File: src/l1d_pkg.sv
// L1 data cache package with geometry, vector types and controller states
package l1d_pkg;

  // ==================================================
  // Vector types
  // ==================================================
  typedef logic [31:0]  addr_t;       // Byte address
  typedef logic [31:0]  word_t;
  typedef logic [21:0]  tag_t;        // addr[31:10]
  typedef logic [5:0]   index_t;      // addr[9:4]
  typedef logic [3:0]   offset_t;     // addr[3:0]
  typedef logic [127:0] line_t;
  typedef logic [15:0]  line_mask_t;  // One bit per byte, high writes
  typedef logic [2:0]   acc_type_t;

  // ==================================================
  // Geometry
  // ==================================================
  localparam int LINE_WORDS = 4;
  localparam int NUM_LINES  = 64;

  // Access type codes, shared by core and memory ports
  localparam acc_type_t TYPE_BYTE    = 3'd0;
  localparam acc_type_t TYPE_HWORD   = 3'd1;
  localparam acc_type_t TYPE_WORD    = 3'd2;
  localparam acc_type_t TYPE_BYTE_U  = 3'd4;
  localparam acc_type_t TYPE_HWORD_U = 3'd5;

  // ==================================================
  // Controller states
  // ==================================================
  typedef enum logic [2:0] {
    IDLE,
    LOOKUP,
    REFILL,
    FILL_WRITE,   // Commit refilled line with tag and valid
    STORE,        // Write-through beat
    DONE
  } l1d_state_t;

endpackage

File: src/l1d_store_merge.sv
`timescale 1ns/10ps
// Store merge unit building the byte mask and lane-aligned line data of a store
module l1d_store_merge (
  input  l1d_pkg::offset_t    offset,
  input  logic [1:0]          addr_low,
  input  l1d_pkg::acc_type_t  acc_type,
  input  l1d_pkg::word_t      wdata,
  output l1d_pkg::line_mask_t mask,
  output l1d_pkg::line_t      line
);
  import l1d_pkg::*;

  logic [3:0] word_mask;
  word_t      word_data;

  // Byte enables and replicated data within one word
  always_comb
  begin
    word_mask = 4'b0000;
    word_data = '0;
    case (acc_type)
      TYPE_BYTE, TYPE_BYTE_U:
      begin
        word_mask = 4'b0001 << addr_low;
        word_data = {4{wdata[7:0]}};
      end
      TYPE_HWORD, TYPE_HWORD_U:
      begin
        word_mask = addr_low[1] ? 4'b1100 : 4'b0011;
        word_data = {2{wdata[15:0]}};
      end
      TYPE_WORD:
      begin
        word_mask = 4'b1111;
        word_data = wdata;
      end
      default:
      begin
        word_mask = 4'b0000;   // Unknown type writes nothing
      end
    endcase
  end

  // Place enables into the lane picked by offset[3:2]
  always_comb
  begin
    mask = '0;
    mask[4*offset[3:2] +: 4] = word_mask;
  end

  assign line = {LINE_WORDS{word_data}};  // Mask selects the live lane

endmodule

File: config.mk
export PLATFORM = sky130hd
export DESIGN_NAME = l1d_store_merge
export DESIGN_NICKNAME = d
export VERILOG_FILES = /design/src/l1d_pkg.sv /design/src/l1d_store_merge.sv
export SDC_FILE = /design/constraint.sdc
export NUM_CORES = 1
export LEC_CHECK = 0
export BUFFER_PORTS_ARGS = -buffer_cell sky130_fd_sc_hd__buf_2
export CAP_MARGIN = 20
export CORE_AREA = 2 2 72 74
export DETAILED_ROUTE_END_ITERATION = 10
export DIE_AREA = 0 0 74 76
export GPL_ROUTABILITY_DRIVEN = 0
export GPL_TIMING_DRIVEN = 0
export PLACE_DENSITY = 0.79
export SLEW_MARGIN = 20
export SYNTH_ARGS = -nofsm -noshare
export SYNTH_HDL_FRONTEND = slang
export SYNTH_SLANG_ARGS = --single-unit
File: constraint.sdc
create_clock -name vclk -period 1.5
set_input_delay 0.075 -clock vclk [all_inputs]
set_output_delay 0.075 -clock vclk [all_outputs]
set_load 0.005 [all_outputs]
Word level (Yosys, flattened, before mapping)
Index checks and enable logic that the tools add are counted.
{"block": "totals", "register_bits": 0, "word_cells": 15, "in_bits": 41}
{"block": "op_classes", "shift": 3, "n_addsub": 1, "mux": 3, "eq_ne": 4, "n_bitwise": 1, "n_reduce_logical": 3}
{"operator": "32-bit case mux with 3 select lines", "n": 1}
{"operator": "4-bit negation with 34-bit output", "n": 1}
{"operator": "4-bit by 34-bit variable shift with 16-bit output (first input constant)", "n": 1}
{"operator": "4-bit by 34-bit indexed part select with 16-bit output", "n": 1}
{"operator": "16-bit AND", "n": 1}
{"operator": "4-bit case mux with 3 select lines", "n": 1}
{"operator": "3-bit equality test (second input constant)", "n": 2}
{"operator": "4-bit two-way mux", "n": 1}
{"operator": "2-bit OR reduction", "n": 2}
{"operator": "1-bit by 2-bit << shifter with 4-bit output (first input constant)", "n": 1}
{"operator": "3-bit by 1-bit equality test with 1-bit output (second input constant)", "n": 1}
{"operator": "3-bit by 2-bit equality test with 1-bit output (second input constant)", "n": 1}
{"operator": "3-bit zero test", "n": 1}

Depth between registers and ports, before layout
{"block": "depth", "ltp_word": 5, "depth_mapped": 5, "depth_no_buf": 5}

Worst setup path before layout
Ideal clock, no wire load.
{"block": "synth_timing", "path_type": "input to output", "startpoint": "input port acc_type[2]", "endpoint": "output port line[112]", "t_arrival_ns": 0.991, "cell_stages": 5, "required_time_ns": 1.425, "setup_slack_ns": 0.434, "path_cell_list": "nor3b_4 > buf_6 > nand2_1 > o21ai_0 > buf_4"}
{"block": "synth_via", "elab_chain_cells": 3, "elab_cells_between_ends": 8}
{"item": "start, declared", "line_no": "l1d_store_merge.sv:6", "rtl": "input l1d_pkg::acc_type_t acc_type,"}
{"item": "3-bit by 1-bit equality test with 1-bit output (tied with other cells)", "line_no": "l1d_store_merge.sv:21", "rtl": "case (acc_type)"}
{"item": "2-bit OR reduction", "line_no": "l1d_store_merge.sv:21"}
{"item": "32-bit case mux with 3 select lines *", "line_no": "l1d_store_merge.sv:21"}
{"item": "end, declared", "line_no": "l1d_store_merge.sv:9", "rtl": "output l1d_pkg::line_t line"}
Every way passes the cells marked *; elsewhere a longest branch is shown, timed or not.

Worst setup path after layout
{"block": "layout_timing", "startpoint": "input port acc_type[1]", "endpoint": "output port line[52]"}
Same word-level chain as after synthesis.

==> impl_results.md <==
- Initial core utilization: between 20 and 30%
- CP Data Required Time: between 1 and 1.5 ns
- # DRC: 0
- Clock buffer cells: 0
- Layout Utilization: between 40 and 50%
- DRT antenna net count: 0
- Final setup violation count: 0
- GR Layer Usage met2: about 34%
- Initial antenna violation count: 1
- Max-slew headroom: between 60 and 70%
- Status: finished, final reports clean
- Leakage: ~1.7 nW
- Syn_nets: roughly 250
- Fin. max-slew vios: 0
- Average size of a mapped cell: between 6 and 7 um2
- Hold Vio Cnt, Final: 0
- Layout Area Growth over Synthesis: 75.9%
- First-pass GRT wire length: 7.27 mm
- Crit-path max FO: 10
- Post-Synthesis Cells: around 200
- Largest area contributor in the netlist: buf_4
- DR iter-0 viols: 26
- Design area: between 2000 and 2500 um2
- NumNets Final: between 400 and 500
- CORE AREA: between 4000 and 5000 um2
- Horiz. Die Dim: around 74 um
- M1 GR Usage: 15.9%
- Arrival time worst endpoint: about 1.3 ns
- Critical path class: in -> out
- Detailed Route WL: between 4 and 5 mm
- Cell Rows: 26
- Largest net degree at the start of global routing: 11
- Setup slack at placement: -0.0805 ns
- F_max: between 700 and 800 MHz
- GR Overflow Total: 0
- Mapped Area: 1360 um2
- Final WS setup: about 0.1 ns
- Vias: between 1500 and 2000
- Peak supply drop: around 0.21 mV
- Register area: 0 um2
- Worst setup EP type: output pin
- I/O pin cnt: 185
- Register area share after synthesis: 0%
- Measured slew at the worst slew-check pin: about 0.48 ns
- Hold crit path type: in -> out
- Synth unique cells: 18
- Count leader, synth: buf_4
- Yosys warnings: 0
- IO Port Bufs: between 150 and 200
- Detailed Routing Iterations Pass 1: 4
- Diode count: 0
- Die area: roughly 5600 um2
- Hpwl dp: 4.21 mm
- Fillers: 500
- Gr usage total: between 15 and 20%
- Total Power: 0.000812 W
- Pwr Density: approximately 340 nW/um2
- Post-DP Area: 2360 um2
- DR WL/cell: between 10 and 15 um
- Multi-input logic area: ~560 um2
- GR Util met3: roughly 1.6%
- Via density: a little under 4
- Max Cap Viol: 0
- Number of global-route vias before repair: approximately 1600
- Fin crit period: 1.40 ns
- RSZ-0062 raised after global routing: true
- Num sequential: 0
- Grt peak-use layer: met2
- Final period utilization: around 93%
- Top post-synthesis cells by area: buf_4 (53%), a21o_1 (8.8%), nor2_1 (7.4%)
- Worst setup SP type: input pin
- Hold_ws: around 0.50 ns
- Chip Height: about 76 um
- Top cell type's share of synthesized area: a little over half
- Commonest cells post-synth: buf_4 (97), nor2_1 (27), a21o_1 (16)
- Ratio of cells with drive above 1 in the final layout: between 70 and 80%
critical path, stage by stage:
cell,delay (ns)
buf_2,0.10
buf_2,0.19
buf_2,0.23
o21ai_0,0.43
buf_4,0.19
buf_2,0.10
routing by layer:
metal / vias to the layer above / share of wire, %
met4: 2 / 0.34
met3: 4 / 8.3
met1: 772 / 36
met5: - / 0.14
li1: 924 / -
met2: 102 / 55
final cells by class:
type                       count  share of cell area, %
multi-input combinational     93                   23.5
inverter                      10                   1.57
timing repair buffer         187                   39.5
tap                           70                   3.66
buffer                       101                   31.8
metrics by stage:
stage	cells	setup TNS (ns)
floorplan	204	0
global placement	457	-0.235
detailed placement	457	-0.509
CTS	461	0
global route	461	-0.00936
finish	461	0
kinds of logic after synthesis:
family	after synthesis	synth area share, %
AOI/OAI and AO/OA	29	13.9
and+or+nand+nor	52	17.9
buffers and inverters	111	58.6
muxes	8	5.88
adders and majority gates	4	3.68
cells in the final DEF (no fill, tap or decap):
cell type | Yosys | routed
nand3_1 | 3 | 3
nor3b_4 | 1 | 1
buf_2 | 2 | 185
nand2_1 | 9 | 9
o21ai_0 | 8 | 5
buf_4 | 97 | 101
mux2i_1 | 8 | 8
or2_2 | 1 | 1
o21ai_1 | 0 | 3
ha_1 | 4 | 4
inv_1 | 10 | 10
nor2b_1 | 2 | 2
nor2_1 | 27 | 27
and2_1 | 8 | 8
nand2b_1 | 1 | 1
a21o_1 | 16 | 16
o21ai_2 | 1 | 1
a21oi_1 | 4 | 4
buf_6 | 2 | 2
worst paths after layout:
kind  slack (ns)  depth (start not counted)       end        start
max         0.10                          6  line[52]  acc_type[1]
min         0.50                          3  line[24]    wdata[24]
where the power goes:
| group | internal [W] | switching (W) | leakage [nW] |
|---|---|---|---|
| clock network | 0 | 0 | 0 |
| registers | 0 | 0 | 0 |
| logic | 0.000487 | 0.000325 | 1.74 |
| total | 0.000487 | 0.000325 | 1.74 |
timing repair:
action | CTS | global route
buffers inserted | 4 | 0
hold buffers | 0 | 0
endpoints found under the setup margin | 18 | 7
gates resized for setup | 0 | 3
pin swaps | 1 | 0
(Power assumes the default switching activity.)
