<file path="src/l1d_pkg.sv">
// L1 data cache package with geometry, vector types and controller states
package l1d_pkg;

  // ==================================================
  // Vector types
  // ==================================================
  typedef logic [31:0]  addr_t;       // Byte address
  typedef logic [31:0]  word_t;
  typedef logic [21:0]  tag_t;        // addr[31:10]
  typedef logic [5:0]   index_t;      // addr[9:4]
  typedef logic [3:0]   offset_t;     // addr[3:0]
  typedef logic [127:0] line_t;
  typedef logic [15:0]  line_mask_t;  // One bit per byte, high writes
  typedef logic [2:0]   acc_type_t;

  // ==================================================
  // Geometry
  // ==================================================
  localparam int LINE_WORDS = 4;
  localparam int NUM_LINES  = 64;

  // Access type codes, shared by core and memory ports
  localparam acc_type_t TYPE_BYTE    = 3'd0;
  localparam acc_type_t TYPE_HWORD   = 3'd1;
  localparam acc_type_t TYPE_WORD    = 3'd2;
  localparam acc_type_t TYPE_BYTE_U  = 3'd4;
  localparam acc_type_t TYPE_HWORD_U = 3'd5;

  // ==================================================
  // Controller states
  // ==================================================
  typedef enum logic [2:0] {
    IDLE,
    LOOKUP,
    REFILL,
    FILL_WRITE,   // Commit refilled line with tag and valid
    STORE,        // Write-through beat
    DONE
  } l1d_state_t;

endpackage

</file>
<file path="src/l1d_controller.sv">
`timescale 1ns/10ps
// L1 data cache controller for lookup, line refill, write-through and response
module l1d_controller (
  input  logic                clk,
  input  logic                rst,
  // Core side
  input  l1d_pkg::addr_t      core_addr,
  input  logic                core_req,
  input  logic                core_write,
  input  l1d_pkg::word_t      core_in,
  input  l1d_pkg::acc_type_t  core_type,
  output l1d_pkg::word_t      core_out,
  output logic                core_wait,
  // Memory side
  input  l1d_pkg::word_t      D_out,
  input  logic                D_wait,
  output logic                D_req,
  output logic                D_write,
  output l1d_pkg::addr_t      D_addr,
  output l1d_pkg::word_t      D_in,
  output l1d_pkg::acc_type_t  D_type,
  // Line store
  output l1d_pkg::index_t     ls_index,
  output l1d_pkg::tag_t       ls_tag_in,
  output logic                ls_read,
  output logic                ls_tag_write,
  output l1d_pkg::line_mask_t ls_mask,
  output l1d_pkg::line_t      ls_line_in,
  input  l1d_pkg::tag_t       ls_tag_out,
  input  logic                ls_valid,
  input  l1d_pkg::line_t      ls_line_out,
  // Store merge
  input  l1d_pkg::line_mask_t sm_mask,
  input  l1d_pkg::line_t      sm_line
);
  import l1d_pkg::*;

  l1d_state_t state;
  l1d_state_t state_next;

  addr_t      req_addr;
  logic       req_write;
  word_t      req_in;
  acc_type_t  req_type;

  logic       hit;
  logic       hit_q;       // Lookup result kept for the store beat
  logic [1:0] beat;        // Refill word counter
  logic       beat_done;
  line_t      fill_line;
  word_t      result;

  assign hit       = ls_valid && (ls_tag_out == req_addr[31:10]);
  assign beat_done = D_req && !D_wait;

  // ==================================================
  // State and control registers
  // ==================================================
  always_ff @(posedge clk or posedge rst)
  begin
    if (rst)
    begin
      state <= IDLE;
      beat  <= '0;
      hit_q <= 1'b0;
    end
    else
    begin
      state <= state_next;
      if (state == LOOKUP)
      begin
        hit_q <= hit;
        beat  <= '0;
      end
      else if (state == REFILL && beat_done)
      begin
        beat <= beat + 2'd1;
      end
    end
  end

  // Request capture, refill assembly and response word
  always_ff @(posedge clk)
  begin
    if (state == IDLE && core_req)
    begin
      req_addr  <= core_addr;
      req_write <= core_write;
      req_in    <= core_in;
      req_type  <= core_type;
    end
    if (state == LOOKUP)
    begin
      result <= ls_line_out[32*req_addr[3:2] +: 32];
    end
    if (state == REFILL && beat_done)
    begin
      fill_line[32*beat +: 32] <= D_out;
      if (beat == req_addr[3:2])
      begin
        result <= D_out;   // Requested word
      end
    end
  end

  // ==================================================
  // Next state
  // ==================================================
  always_comb
  begin
    state_next = state;
    case (state)
      IDLE:
      begin
        if (core_req)
        begin
          state_next = LOOKUP;
        end
      end
      LOOKUP:
      begin
        if (req_write)
        begin
          state_next = STORE;   // Write-through on hit or miss
        end
        else if (hit)
        begin
          state_next = DONE;
        end
        else
        begin
          state_next = REFILL;
        end
      end
      REFILL:
      begin
        if (beat_done && beat == 2'(LINE_WORDS - 1))
        begin
          state_next = FILL_WRITE;
        end
      end
      FILL_WRITE: state_next = DONE;
      STORE:
      begin
        if (beat_done)
        begin
          state_next = DONE;
        end
      end
      DONE:       state_next = IDLE;  // Never take a held request twice
      default:    state_next = IDLE;
    endcase
  end

  // ==================================================
  // Outputs
  // ==================================================
  always_comb
  begin
    core_wait = 1'b1;
    if (state == IDLE)
    begin
      core_wait = core_req;
    end
    else if (state == DONE)
    begin
      core_wait = 1'b0;
    end
  end

  assign core_out = result;

  assign D_req   = (state == REFILL) || (state == STORE);
  assign D_write = (state == STORE);
  assign D_addr  = (state == STORE) ? req_addr : {req_addr[31:4], beat, 2'b00};
  assign D_in    = req_in;
  assign D_type  = (state == STORE) ? req_type : TYPE_WORD;

  assign ls_index     = (state == IDLE) ? core_addr[9:4] : req_addr[9:4];
  assign ls_tag_in    = req_addr[31:10];
  assign ls_read      = (state == IDLE) && core_req;
  assign ls_tag_write = (state == FILL_WRITE);

  always_comb
  begin
    ls_mask    = '0;
    ls_line_in = fill_line;
    if (state == FILL_WRITE)
    begin
      ls_mask = '1;
    end
    else if (state == STORE && beat_done && hit_q)
    begin
      ls_mask    = sm_mask;   // Store hit updates only its bytes
      ls_line_in = sm_line;
    end
  end

endmodule

</file>
<file path="config.mk">
export PLATFORM = sky130hd
export DESIGN_NAME = l1d_controller
export DESIGN_NICKNAME = d
export VERILOG_FILES = /design/src/l1d_pkg.sv /design/src/l1d_controller.sv
export SDC_FILE = /design/constraint.sdc
export NUM_CORES = 1
export LEC_CHECK = 0
export BUFFER_PORTS_ARGS = -buffer_cell sky130_fd_sc_hd__buf_2
export CAP_MARGIN = 20
export CORE_AREA = 2 2 264 266
export DETAILED_ROUTE_END_ITERATION = 10
export DIE_AREA = 0 0 266 268
export GPL_TIMING_DRIVEN = 0
export PLACE_DENSITY_LB_ADDON = 0.08
export REMOVE_ABC_BUFFERS = 1
export SKIP_CTS_REPAIR_TIMING = 1
export SYNTH_ARGS = -nofsm -noshare
export SYNTH_HDL_FRONTEND = slang
export SYNTH_SLANG_ARGS = --single-unit
</file>
<file path="constraint.sdc">
create_clock -name clk -period 10.1 [get_ports clk]
set_input_delay 2.02 -clock clk [delete_from_list [all_inputs] [get_ports clk]]
set_output_delay 2.02 -clock clk [all_outputs]
set_load 0.03 [all_outputs]
</file>
* Word-level counts from Yosys, hierarchy flattened
Index checks and enable logic that the tools add are counted.
** Storage, ports and cells
- Flip-flop bits (word level) :: 234
- Input bits :: 399
- Output and inout port bits :: 276
- Word-level logic and storage cells :: 58
** Cells by class
- $add $sub $neg :: 2
- Equal/unequal tests :: 11
- Shift-type cells :: 3
- Multiplexer cells :: 21
- Reductions and logical operators :: 12
** Operators by type and width (count)
- $mux 128 :: 2
- $bwmux 128 :: 1
- $shift 32x34->128 const A :: 1
- $shiftx 128x8->32 :: 1
- $shiftx 32x34->128 :: 1
- $mux 32 :: 3
- $neg 7->34 :: 1
- $mux 16 :: 2
- $eq 22x22->1 :: 1
- $mux 3 :: 6
- $pmux 3 s5 :: 1
- $logic_and 1x1->1 :: 7
- $eq 3x2->1 const B :: 2
- $eq 3x3->1 const B :: 2
- $mux 6 :: 1
- $mux 2 :: 2
- $mux 4 :: 1
- $ne 2x1->1 const B :: 2
- $eq 3x1->1 const B :: 1
- $logic_not 3->1 :: 1
- $reduce_and 3->1 :: 1
- $add 2x1->2 const B :: 1
- $eq 2x2->1 :: 1
- $eq 2x2->1 const B :: 1
- 5 further kinds :: 6

* Depth between registers and ports, before layout
Gate-level depths: netlist of run 1.
- Word-level depth :: 7
- Gate-level depth with buffers :: 9
- Mapped depth without buffers :: 5

* Worst setup path before layout of run 1
Ideal clock, no wire load.
- Path kind :: input to output
- From :: input port core_req
- To :: output port ls_read
- Data arrival time :: 3.812 ns
- Data required time :: 8.080 ns
- Setup slack :: 4.268 ns
- Stages :: 1
- Buffers on the path :: 0
- Path through :: and2_1
** On the way
- Longest elaborated chain between the ends :: 1
** RTL lines
- from (decl) :: line l1d_controller.sv:8 : input logic core_req,
- $logic_and 1x1->1 :: line l1d_controller.sv:181 : assign ls_read = (state == IDLE) && core_req;
- to (decl) :: line l1d_controller.sv:25 : output logic ls_read,
No other way between the ends.

* Worst setup path after layout of run 1
- From :: input port D_wait
- To :: output port ls_line_in[119]
** On the way
- Longest elaborated chain between the ends :: 6
** RTL lines
- from (decl) :: line l1d_controller.sv:16 : input logic D_wait,
- $logic_not 1->1 :: line l1d_controller.sv:54 : assign beat_done = D_req && !D_wait;
- $logic_and 1x1->1 :: line l1d_controller.sv:54
- $logic_and 1x1->1 (2 in series) :: line l1d_controller.sv:192 : else if (state == STORE && beat_done && hit_q)
- $mux 128 :: line l1d_controller.sv:192
- $mux 128 :: line l1d_controller.sv:188 : if (state == FILL_WRITE)
- to (decl) :: line l1d_controller.sv:28 : output l1d_pkg::line_t ls_line_in,
No other way between the ends.

==> impl_summary.md, run 1 <==
GRT
The number of global-route vias before repair was 10600. The overall fraction of global-route tracks in use is 14.0%. The maximum number of pins on one net before global-route repair is 81. For this run the aggregate overflow at the end of global routing stands at 0. The initial antenna violation count is 6. The first global-routing pass estimated 72.6 mm of wire.

Detailed routing
The first detailed-routing pass took 4 iterations. Across all layers, the routed design uses 10200 vias. The detail-routed net length per standard cell is 19.7 um. The count of nets left with antenna violations once routing finished came out at 0. The count of unresolved DRC violations after routing is 0. The total wirelength of the detailed-routed design is 51.9 mm.

After detailed routing, the number of vias per cell comes to 3.85. The number of design-rule violations left by the first detailed-router iteration is 385.

Timing
The smallest setup slack after layout is 4.10 ns. The clock arrives with ~0.012 ns of skew. On the final layout, the worst hold slack is 0.538 ns.

After routing, the total negative slack on setup checks comes to 0 ns. The final period demand of the worst path is 6.00 ns. The count of pins over their slew limit is 0.

The final worst-path cycle share is 59.4%. The transition time at the pin with the least slew margin is 1.04 ns. The total setup violations reported at the end of the flow is 0. The number of hold violations in the final report came to 0. In this run the tightest slew margin relative to its limit is 30.7%. The top achievable clock speed is 167 MHz. Setup repair after global routing left no endpoint under its margin.

Critical path
The critical path's slowest cell is sky130_fd_sc_hd__nand3_4. Tracing the worst setup path back leads to its startpoint at D_wait. Broken down by cell family, the worst path's largest delay share belongs to buffers and inverters. The reg-to-reg critical path startpoint is beat[0]$_DFFE_PP0P_. The largest fanout of any net on the critical path is 68.

The category of the worst setup path capture point is an output port. The number of buffers and inverters on the critical path is 4. The nature of the critical path startpoint is an input port.

The maximum cell stage delay along the critical path is 0.59 ns. Walking the worst path, the cells encountered are buf_2 > inv_1 > nand3_4 > buf_16 > nand2_1 > nand2_1 > buf_2. STA puts the critical path data required time at just over 8 ns. At the worst endpoint, the arrival time is 3.98 ns. The type of the worst setup path is in -> out.

Floorplan
In this run the count of I/O pins placed on the die edge is a little under 700. The region available for standard cell placement spans 68200 um^2. Measured along the y axis, the die boundary spans 268 um. For this configuration, the core starts out at a cell density of 17.5%. The die is around 270 um wide.

The die outline area is about 71000 um^2. In this run the core area contains 96 standard-cell rows.

Power and ir drop
The portion of total power attributed to combinational logic is 36.0%. Power spread over the standard cell area amounts to 226 nW/um^2. The share of total power in sequential cells is 34.9%.

The internal power of the cells is 2.43 mW. Per report_power, the clock group accounts for a little under 30% of the total. VDD sags by at most 132 uV. The switching part of the total is 37.4%.

The net load switching power is 1.45 mW. The static leakage is slightly above 8 nW. The overall power after layout is slightly below 4 mW.

Cells and area
The fraction of layout instances using a drive strength above 1 is ~45%. The post-layout utilization of the core is between 20% and 30%. The most common cell after layout, fill and taps aside is sky130_fd_sc_hd__buf_2. After the flow finishes, the layout carries non-filler instances totaling 2638.

The final layout contains 2132 nets. Leaving out fill and tap cells, the most frequent cells in the layout are 674 x sky130_fd_sc_hd__buf_2, 386 x sky130_fd_sc_hd__nand2_1, 196 x sky130_fd_sc_hd__edfxtp_1. The relative area change from synthesis to final layout is 43.8%. After routing the design area is 17100 um^2.

Hold path
The min-delay analysis places its worst path in the category reg -> reg. In this run the most critical hold path is launched from core_out[4]$_DFF_P_.

Yosys
A synthesized cell averages 10.7 um^2. The synthesized netlist contains 40 unique library cells. The synthesized design contains approximately 230 register bits. The main combinational cell family by area after synthesis is simple AND/OR/NAND/NOR gates. Summing the areas of all and, or, nand and nor instances in the mapped netlist gives 22.2% of the synthesized area.

The sequential element share of the synthesized area is 56.1%. In the synthesized netlist, mux cells make up 9.39% of the area. The most instantiated flip-flop cell in the synthesis netlist is sky130_fd_sc_hd__edfxtp_1.

The number of enable flip-flop cells after synthesis is 196. Counting every instance in the synthesized netlist gives 1110. The adder-cell share of the synthesized area is 0.525%. The synthesized netlist devotes 2.98% of its cell area to compound gates.

The xor-xnor portion of the synthesized cell area is 1.91%. The share of flip-flops with an asynchronous set or reset is under 10%. The post-synthesis cell area is 11900 um^2. Yosys printed 0 warnings.

Clock tree
The clock network latency to the later pin of the worst-skew pair is 0.52 ns. The total number of H-tree levels is 2. The clock root buffer is sky130_fd_sc_hd__clkbuf_16. The longest clock path from root to sink contains 3 buffers.

TritonCTS built the clock tree. The number of buffers created by CTS is 34. The number of clock sinks is approximately 230. The clock-pin slew on the worst setup and hold paths is around 0.05 ns.

Placement
The detailed-placement wirelength estimate is about 40 mm. The final RePlAce weighted congestion is between 0.7 and 0.8. Counting tap cells, the placed design contains a total of between 2000 and 3000 instances. The worst setup timing slack at the placement stage is 3.99 ns. After detailed placement, the total cell area comes to 16100 um^2.

Input and output buffers added on the ports amount to 674.

Status
The run finished with clean final reports.

Flow run
Across the run, the number of max-cap violations was 0.
[metal layers]
metal  track usage [%]  share of wire [%]  vias up
li1                  -                  -     4922
met1              16.7                 41     4746
met2              25.0                 50      434
met3              3.88                7.2       54
met4              2.93                1.4        4
met5                 0              0.046        -
[power groups by stage]
stage | logic, mW | registers, mW | clock network (mW)
finish | 1.39 | 1.35 | 1.13
global route | 1.51 | 1.37 | 1.21
global placement | 1.33 | 1.41 | 0
detailed placement | 1.44 | 1.37 | 0
floorplan | 0.561 | 1.64 | 0
CTS | 1.44 | 1.36 | 1.18
[cells in the mapped netlist (all sizes together), types with 16 or more instances]
cell	n	share of area, %
edfxtp	196	49
mux4	32	6.1
a21o	16	1.0
mux2i	33	2.8
nor2	46	1.6
xnor2	23	1.7
clkbuf	16	0.50
a21oi	33	1.4
and2	138	7.2
dfxtp	32	5.4
buf	101	6.2
nand2	386	12
[worst register-to-register path: stages, from the launching register on]
cell	delay (ns)
sky130_fd_sc_hd__dfrtp_1	0.51
sky130_fd_sc_hd__inv_1	0.21
sky130_fd_sc_hd__ha_1	0.44
sky130_fd_sc_hd__nor3b_2	0.67
sky130_fd_sc_hd__buf_6	0.26
sky130_fd_sc_hd__buf_6	0.17
sky130_fd_sc_hd__and2_1	0.13
[logic make-up after synthesis]
logic type,after synthesis
and+or+nand+nor,591
DFF,234
buffers and inverters,123
muxes,71
AOI/OAI and AO/OA,60
xor gates and xnor gates,26
adders and majority gates,5
[worst paths after layout]
| check | to | slack, ns | cells past startpoint |
|---|---|---|---|
| max in group asynchronous | beat[1]$_DFFE_PP0P_ | 8.45 | 2 |
| setup reg to reg | fill_line[53]$_DFFE_PP_ | 7.58 | 6 |
| hold reg to reg | core_out[4]$_DFF_P_ | 0.54 | 2 |
| min in group asynchronous | hit_q$_DFFE_PP0P_ | 1.43 | 2 |
| hold / removal | core_out[4]$_DFF_P_ | 0.54 | 2 |
| setup / recovery | ls_line_in[119] | 4.10 | 7 |
[final cells by class]
cell class	instances	area [um^2]
clock buffer	48	967
multi-input combinational	753	4460
antenna	2	5.00
clock inverter	14	65.1
inverter	6	22.5
fill	7491	51100
tap	882	1100
sequential	234	6680
timing repair buffer	699	3820
[flip-flops by register name, summed over array words and instances, names as in the netlist]
register   cells
beat           2
state          3
hit_q          1
req_write      1
fill_line    128
req_type       3
D_in          32
core_out      32
req_addr      32
No activity file was read; power rests on OpenSTA's default activity.
==> run 2, diff against run 1 <==
Settings changed: CORE_AREA 2 2 264 266 to 2 2 265 267, DIE_AREA 0 0 266 268 to 0 0 267 269.
Clock period 10.1 ns to 5.71 ns, I/O delays scaled along.
==> impl_summary.md, run 2 (synthesized netlist as in run 1, its figures left out) <==
Clock tree
The TritonCTS clock tree is done (unchanged). The number of clock sinks came to 234 (unchanged). The clock root buffer was sky130_fd_sc_hd__clkbuf_16 (unchanged). The number of buffers created by CTS is 31 (was 34).

The maximum number of buffers from clock root to sink is 3 (unchanged). The total number of H-tree levels is 1 (was 2). The clock-pin slew on the worst setup and hold paths is 0.06 ns (was 0.05 ns). The clock network latency to the later pin of the worst-skew pair was 0.56 ns (was 0.52 ns).

Timing
The total setup violations reported at the end of the flow is 0 (unchanged). The top achievable clock speed is 222 MHz. The final clock skew came to 0.0151 ns (was 0.0117 ns). The normalized max-slew margin is 31.8% (was 30.7%). The transition time at the pin with the least slew margin is 1.02 ns (was 1.04 ns). The smallest setup slack after layout came to 1.20 ns (was 4.10 ns).

Dividing the final minimum period by the clock period gives around 80%. The final hold slack is 0.500 ns (was 0.538 ns). Unrepaired setup endpoints after global routing: no (unchanged). The count of pins over their slew limit is 0 (unchanged). The number of hold violations in the final report was 0 (unchanged). The worst path needs 4.51 ns of the cycle, external delays included.

Floorplan
The horizontal extent of the die came to 267 um (was 266 um). The core outline area was 69300 um^2 (was 68200 um^2). The die boundary height came to 269 um (was 268 um).

The initial core utilization is 17.2% (was 17.5%). The I/O pin total was 675 (unchanged). The die outline area is 71800 um^2 (was 71300 um^2). The number of rows in the core area is 97 (was 96).

Cells and area
The number of flip-flops in the largest register is 128 (unchanged). The post-layout utilization of the core came to 24.7% (was 25.1%). The most common cell after layout, fill and taps aside is sky130_fd_sc_hd__buf_2 (unchanged). The register with the highest flop count was fill_line (unchanged). The area taken by flip-flops and latches is 6680 um^2 (unchanged). The fraction of layout instances using a drive strength above 1 came to 45.4% (was 45.5%). Most frequent cells in the layout: 674 x sky130_fd_sc_hd__buf_2, 386 x sky130_fd_sc_hd__nand2_1, 196 x sky130_fd_sc_hd__edfxtp_1 (unchanged).

The total area of multi-input combinational cells was 4460 um^2 (unchanged). The net total in the final layout is 2130 (was 2132). The relative area change from synthesis to final layout was 43.9% (was 43.8%).

The fill cell instance count of the final layout came to 7597 (was 7491).

Critical path
Sequence of cells on the critical path: inv_2 > and3_4 > nand3_4 > buf_16 > nand2_1 > nand2_1 > buf_2 (was buf_2 > inv_1 > nand3_4 > buf_16 > nand2_1 > nand2_1 > buf_2). The type of the worst setup path is reg -> out (was in -> out). The arrival time of data at the critical path endpoint was 3.37 ns (was 3.98 ns).

The maximum cell stage delay along the critical path is 0.62 ns (was 0.59 ns). The category of the worst setup path capture point is an output port (unchanged). The critical path's slowest cell is sky130_fd_sc_hd__nand3_4 (unchanged). The largest fanout of any net on the critical path is 69 (was 68).

By instance count, the cell type seen most on the critical path is sky130_fd_sc_hd__nand2_1. The data required time of the critical path was 4.57 ns (was 8.08 ns). The nature of the critical path startpoint is a flop (was input port).

Detailed routing
The detail-routed net length per standard cell is 19.4 um (was 19.7 um). The via count normalized by instance count is 3.79 (was 3.85). The number of design-rule violations left by the first detailed-router iteration is 364 (was 385).

The first-pass iteration count of the detailed router is 7 (was 4). The count of unresolved DRC violations after routing is 0 (unchanged). The total number of vias is 10200 (about the same). The total wirelength of the detailed-routed design was 52.3 mm (was 51.9 mm). The count of nets left with antenna violations after detail routing is 0 (unchanged).

Placement
The detailed-placement wirelength estimate was 40.7 mm (was 39.9 mm). The final RePlAce weighted congestion is 0.789 (was 0.748). The quantity of I/O buffers inserted on ports is 674 (unchanged).

The worst setup timing slack at the placement stage was 1.36 ns (was 3.99 ns).

GRT
The overall fraction of global-route tracks in use came to 13.7% (was 14.0%). The initial antenna violation count is 12 (was 6). The number of global-route vias before repair is 10200 (was 10600). The maximum number of pins on one net before global-route repair is 74 (was 81). The global-route wire length before repair is 71.2 mm (was 72.6 mm). The residual overflow from global routing is 0 (unchanged).

Status
Result of the run: complete, no violations (unchanged).

Power and ir drop
The static leakage is 8.02 nW (was 8.05 nW). The peak supply drop is 187 uV (was 132 uV). The power density of the placed cells is 394 nW/um^2 (was 226 nW/um^2).

Flow run
The max-cap violation count is 0 (unchanged).

Hold path
The worst min-delay path category is in -> async (was reg -> reg).
## run 2: cell types whose count changed in the layout (fill, tap and decap cells not counted)
cell / previous run / this run
sky130_fd_sc_hd__clkbuf_16: 37 / 31
sky130_fd_sc_hd__clkbuf_1: 11 / 12
sky130_fd_sc_hd__buf_12: 6 / 5
sky130_fd_sc_hd__clkinvlp_4: 2 / 0
sky130_fd_sc_hd__clkinv_1: 8 / 6
sky130_fd_sc_hd__clkbuf_8: 0 / 2
sky130_fd_sc_hd__diode_2: 2 / 3
sky130_fd_sc_hd__buf_4: 0 / 1
sky130_fd_sc_hd__bufinv_16: 0 / 2
sky130_fd_sc_hd__buf_16: 7 / 8
## run 2: where the power goes
group,switching (mW),internal (mW)
Clock,0.776,1.11
Combinational,1.57,0.896
Sequential,0.192,2.21
## run 2: layout make-up
cell class / instances / share of cell area, %
sequential: 234 / 39.0
multi-input combinational: 753 / 26.0
timing repair buffer: 700 / 22.4
tap: 940 / 6.86
clock buffer: 45 / 4.95
clock inverter: 12 / 0.599
inverter: 6 / 0.131
antenna: 3 / 0.0438
## run 2: worst max-delay path: cells and delay by family, from the launching register on
kind / cells / cell delay (ns)
AND/OR/NAND/NOR: 4 / 1.25
buffers and inverters: 3 / 0.85
flip-flops: 1 / 0.60
## run 2: path summary, 6_finish.rpt
check | from | end | slack (ns) | cells past startpoint
setup / recovery | state[1]$_DFFE_PP0P_ | ls_line_in[71] | 1.20 | 7
hold / removal | rst | state[1]$_DFFE_PP0P_ | 0.50 | 2
setup reg to reg | beat[0]$_DFFE_PP0P_ | fill_line[45]$_DFFE_PP_ | 3.22 | 6
hold reg to reg | core_out[2]$_DFF_P_ | core_out[2]$_DFF_P_ | 0.53 | 2
max in group asynchronous | rst | beat[0]$_DFFE_PP0P_ | 5.00 | 2
min in group clk | core_out[2]$_DFF_P_ | core_out[2]$_DFF_P_ | 0.53 | 2
## run 2: routing by layer
| metal | global-route usage (%) | vias up | part of all wire (%) |
|---|---|---|---|
| li1 | - | 4918 | - |
| met5 | 0 | - | 0.054 |
| met2 | 25.1 | 449 | 51 |
| met3 | 3.57 | 63 | 7.8 |
| met1 | 16.1 | 4782 | 40 |
| met4 | 2.81 | 6 | 1.5 |
## run 2: through the flow
step	cell area (um^2)	instances	setup TNS [ns]	total power [mW]
floorplan	11100	993	0	3.89
global placement	15700	2607	-359.50	4.79
detailed placement	16200	2633	0	4.99
CTS	17100	2690	0	6.93
global route	17100	2692	0	7.15
finish	17100	2693	0	6.76
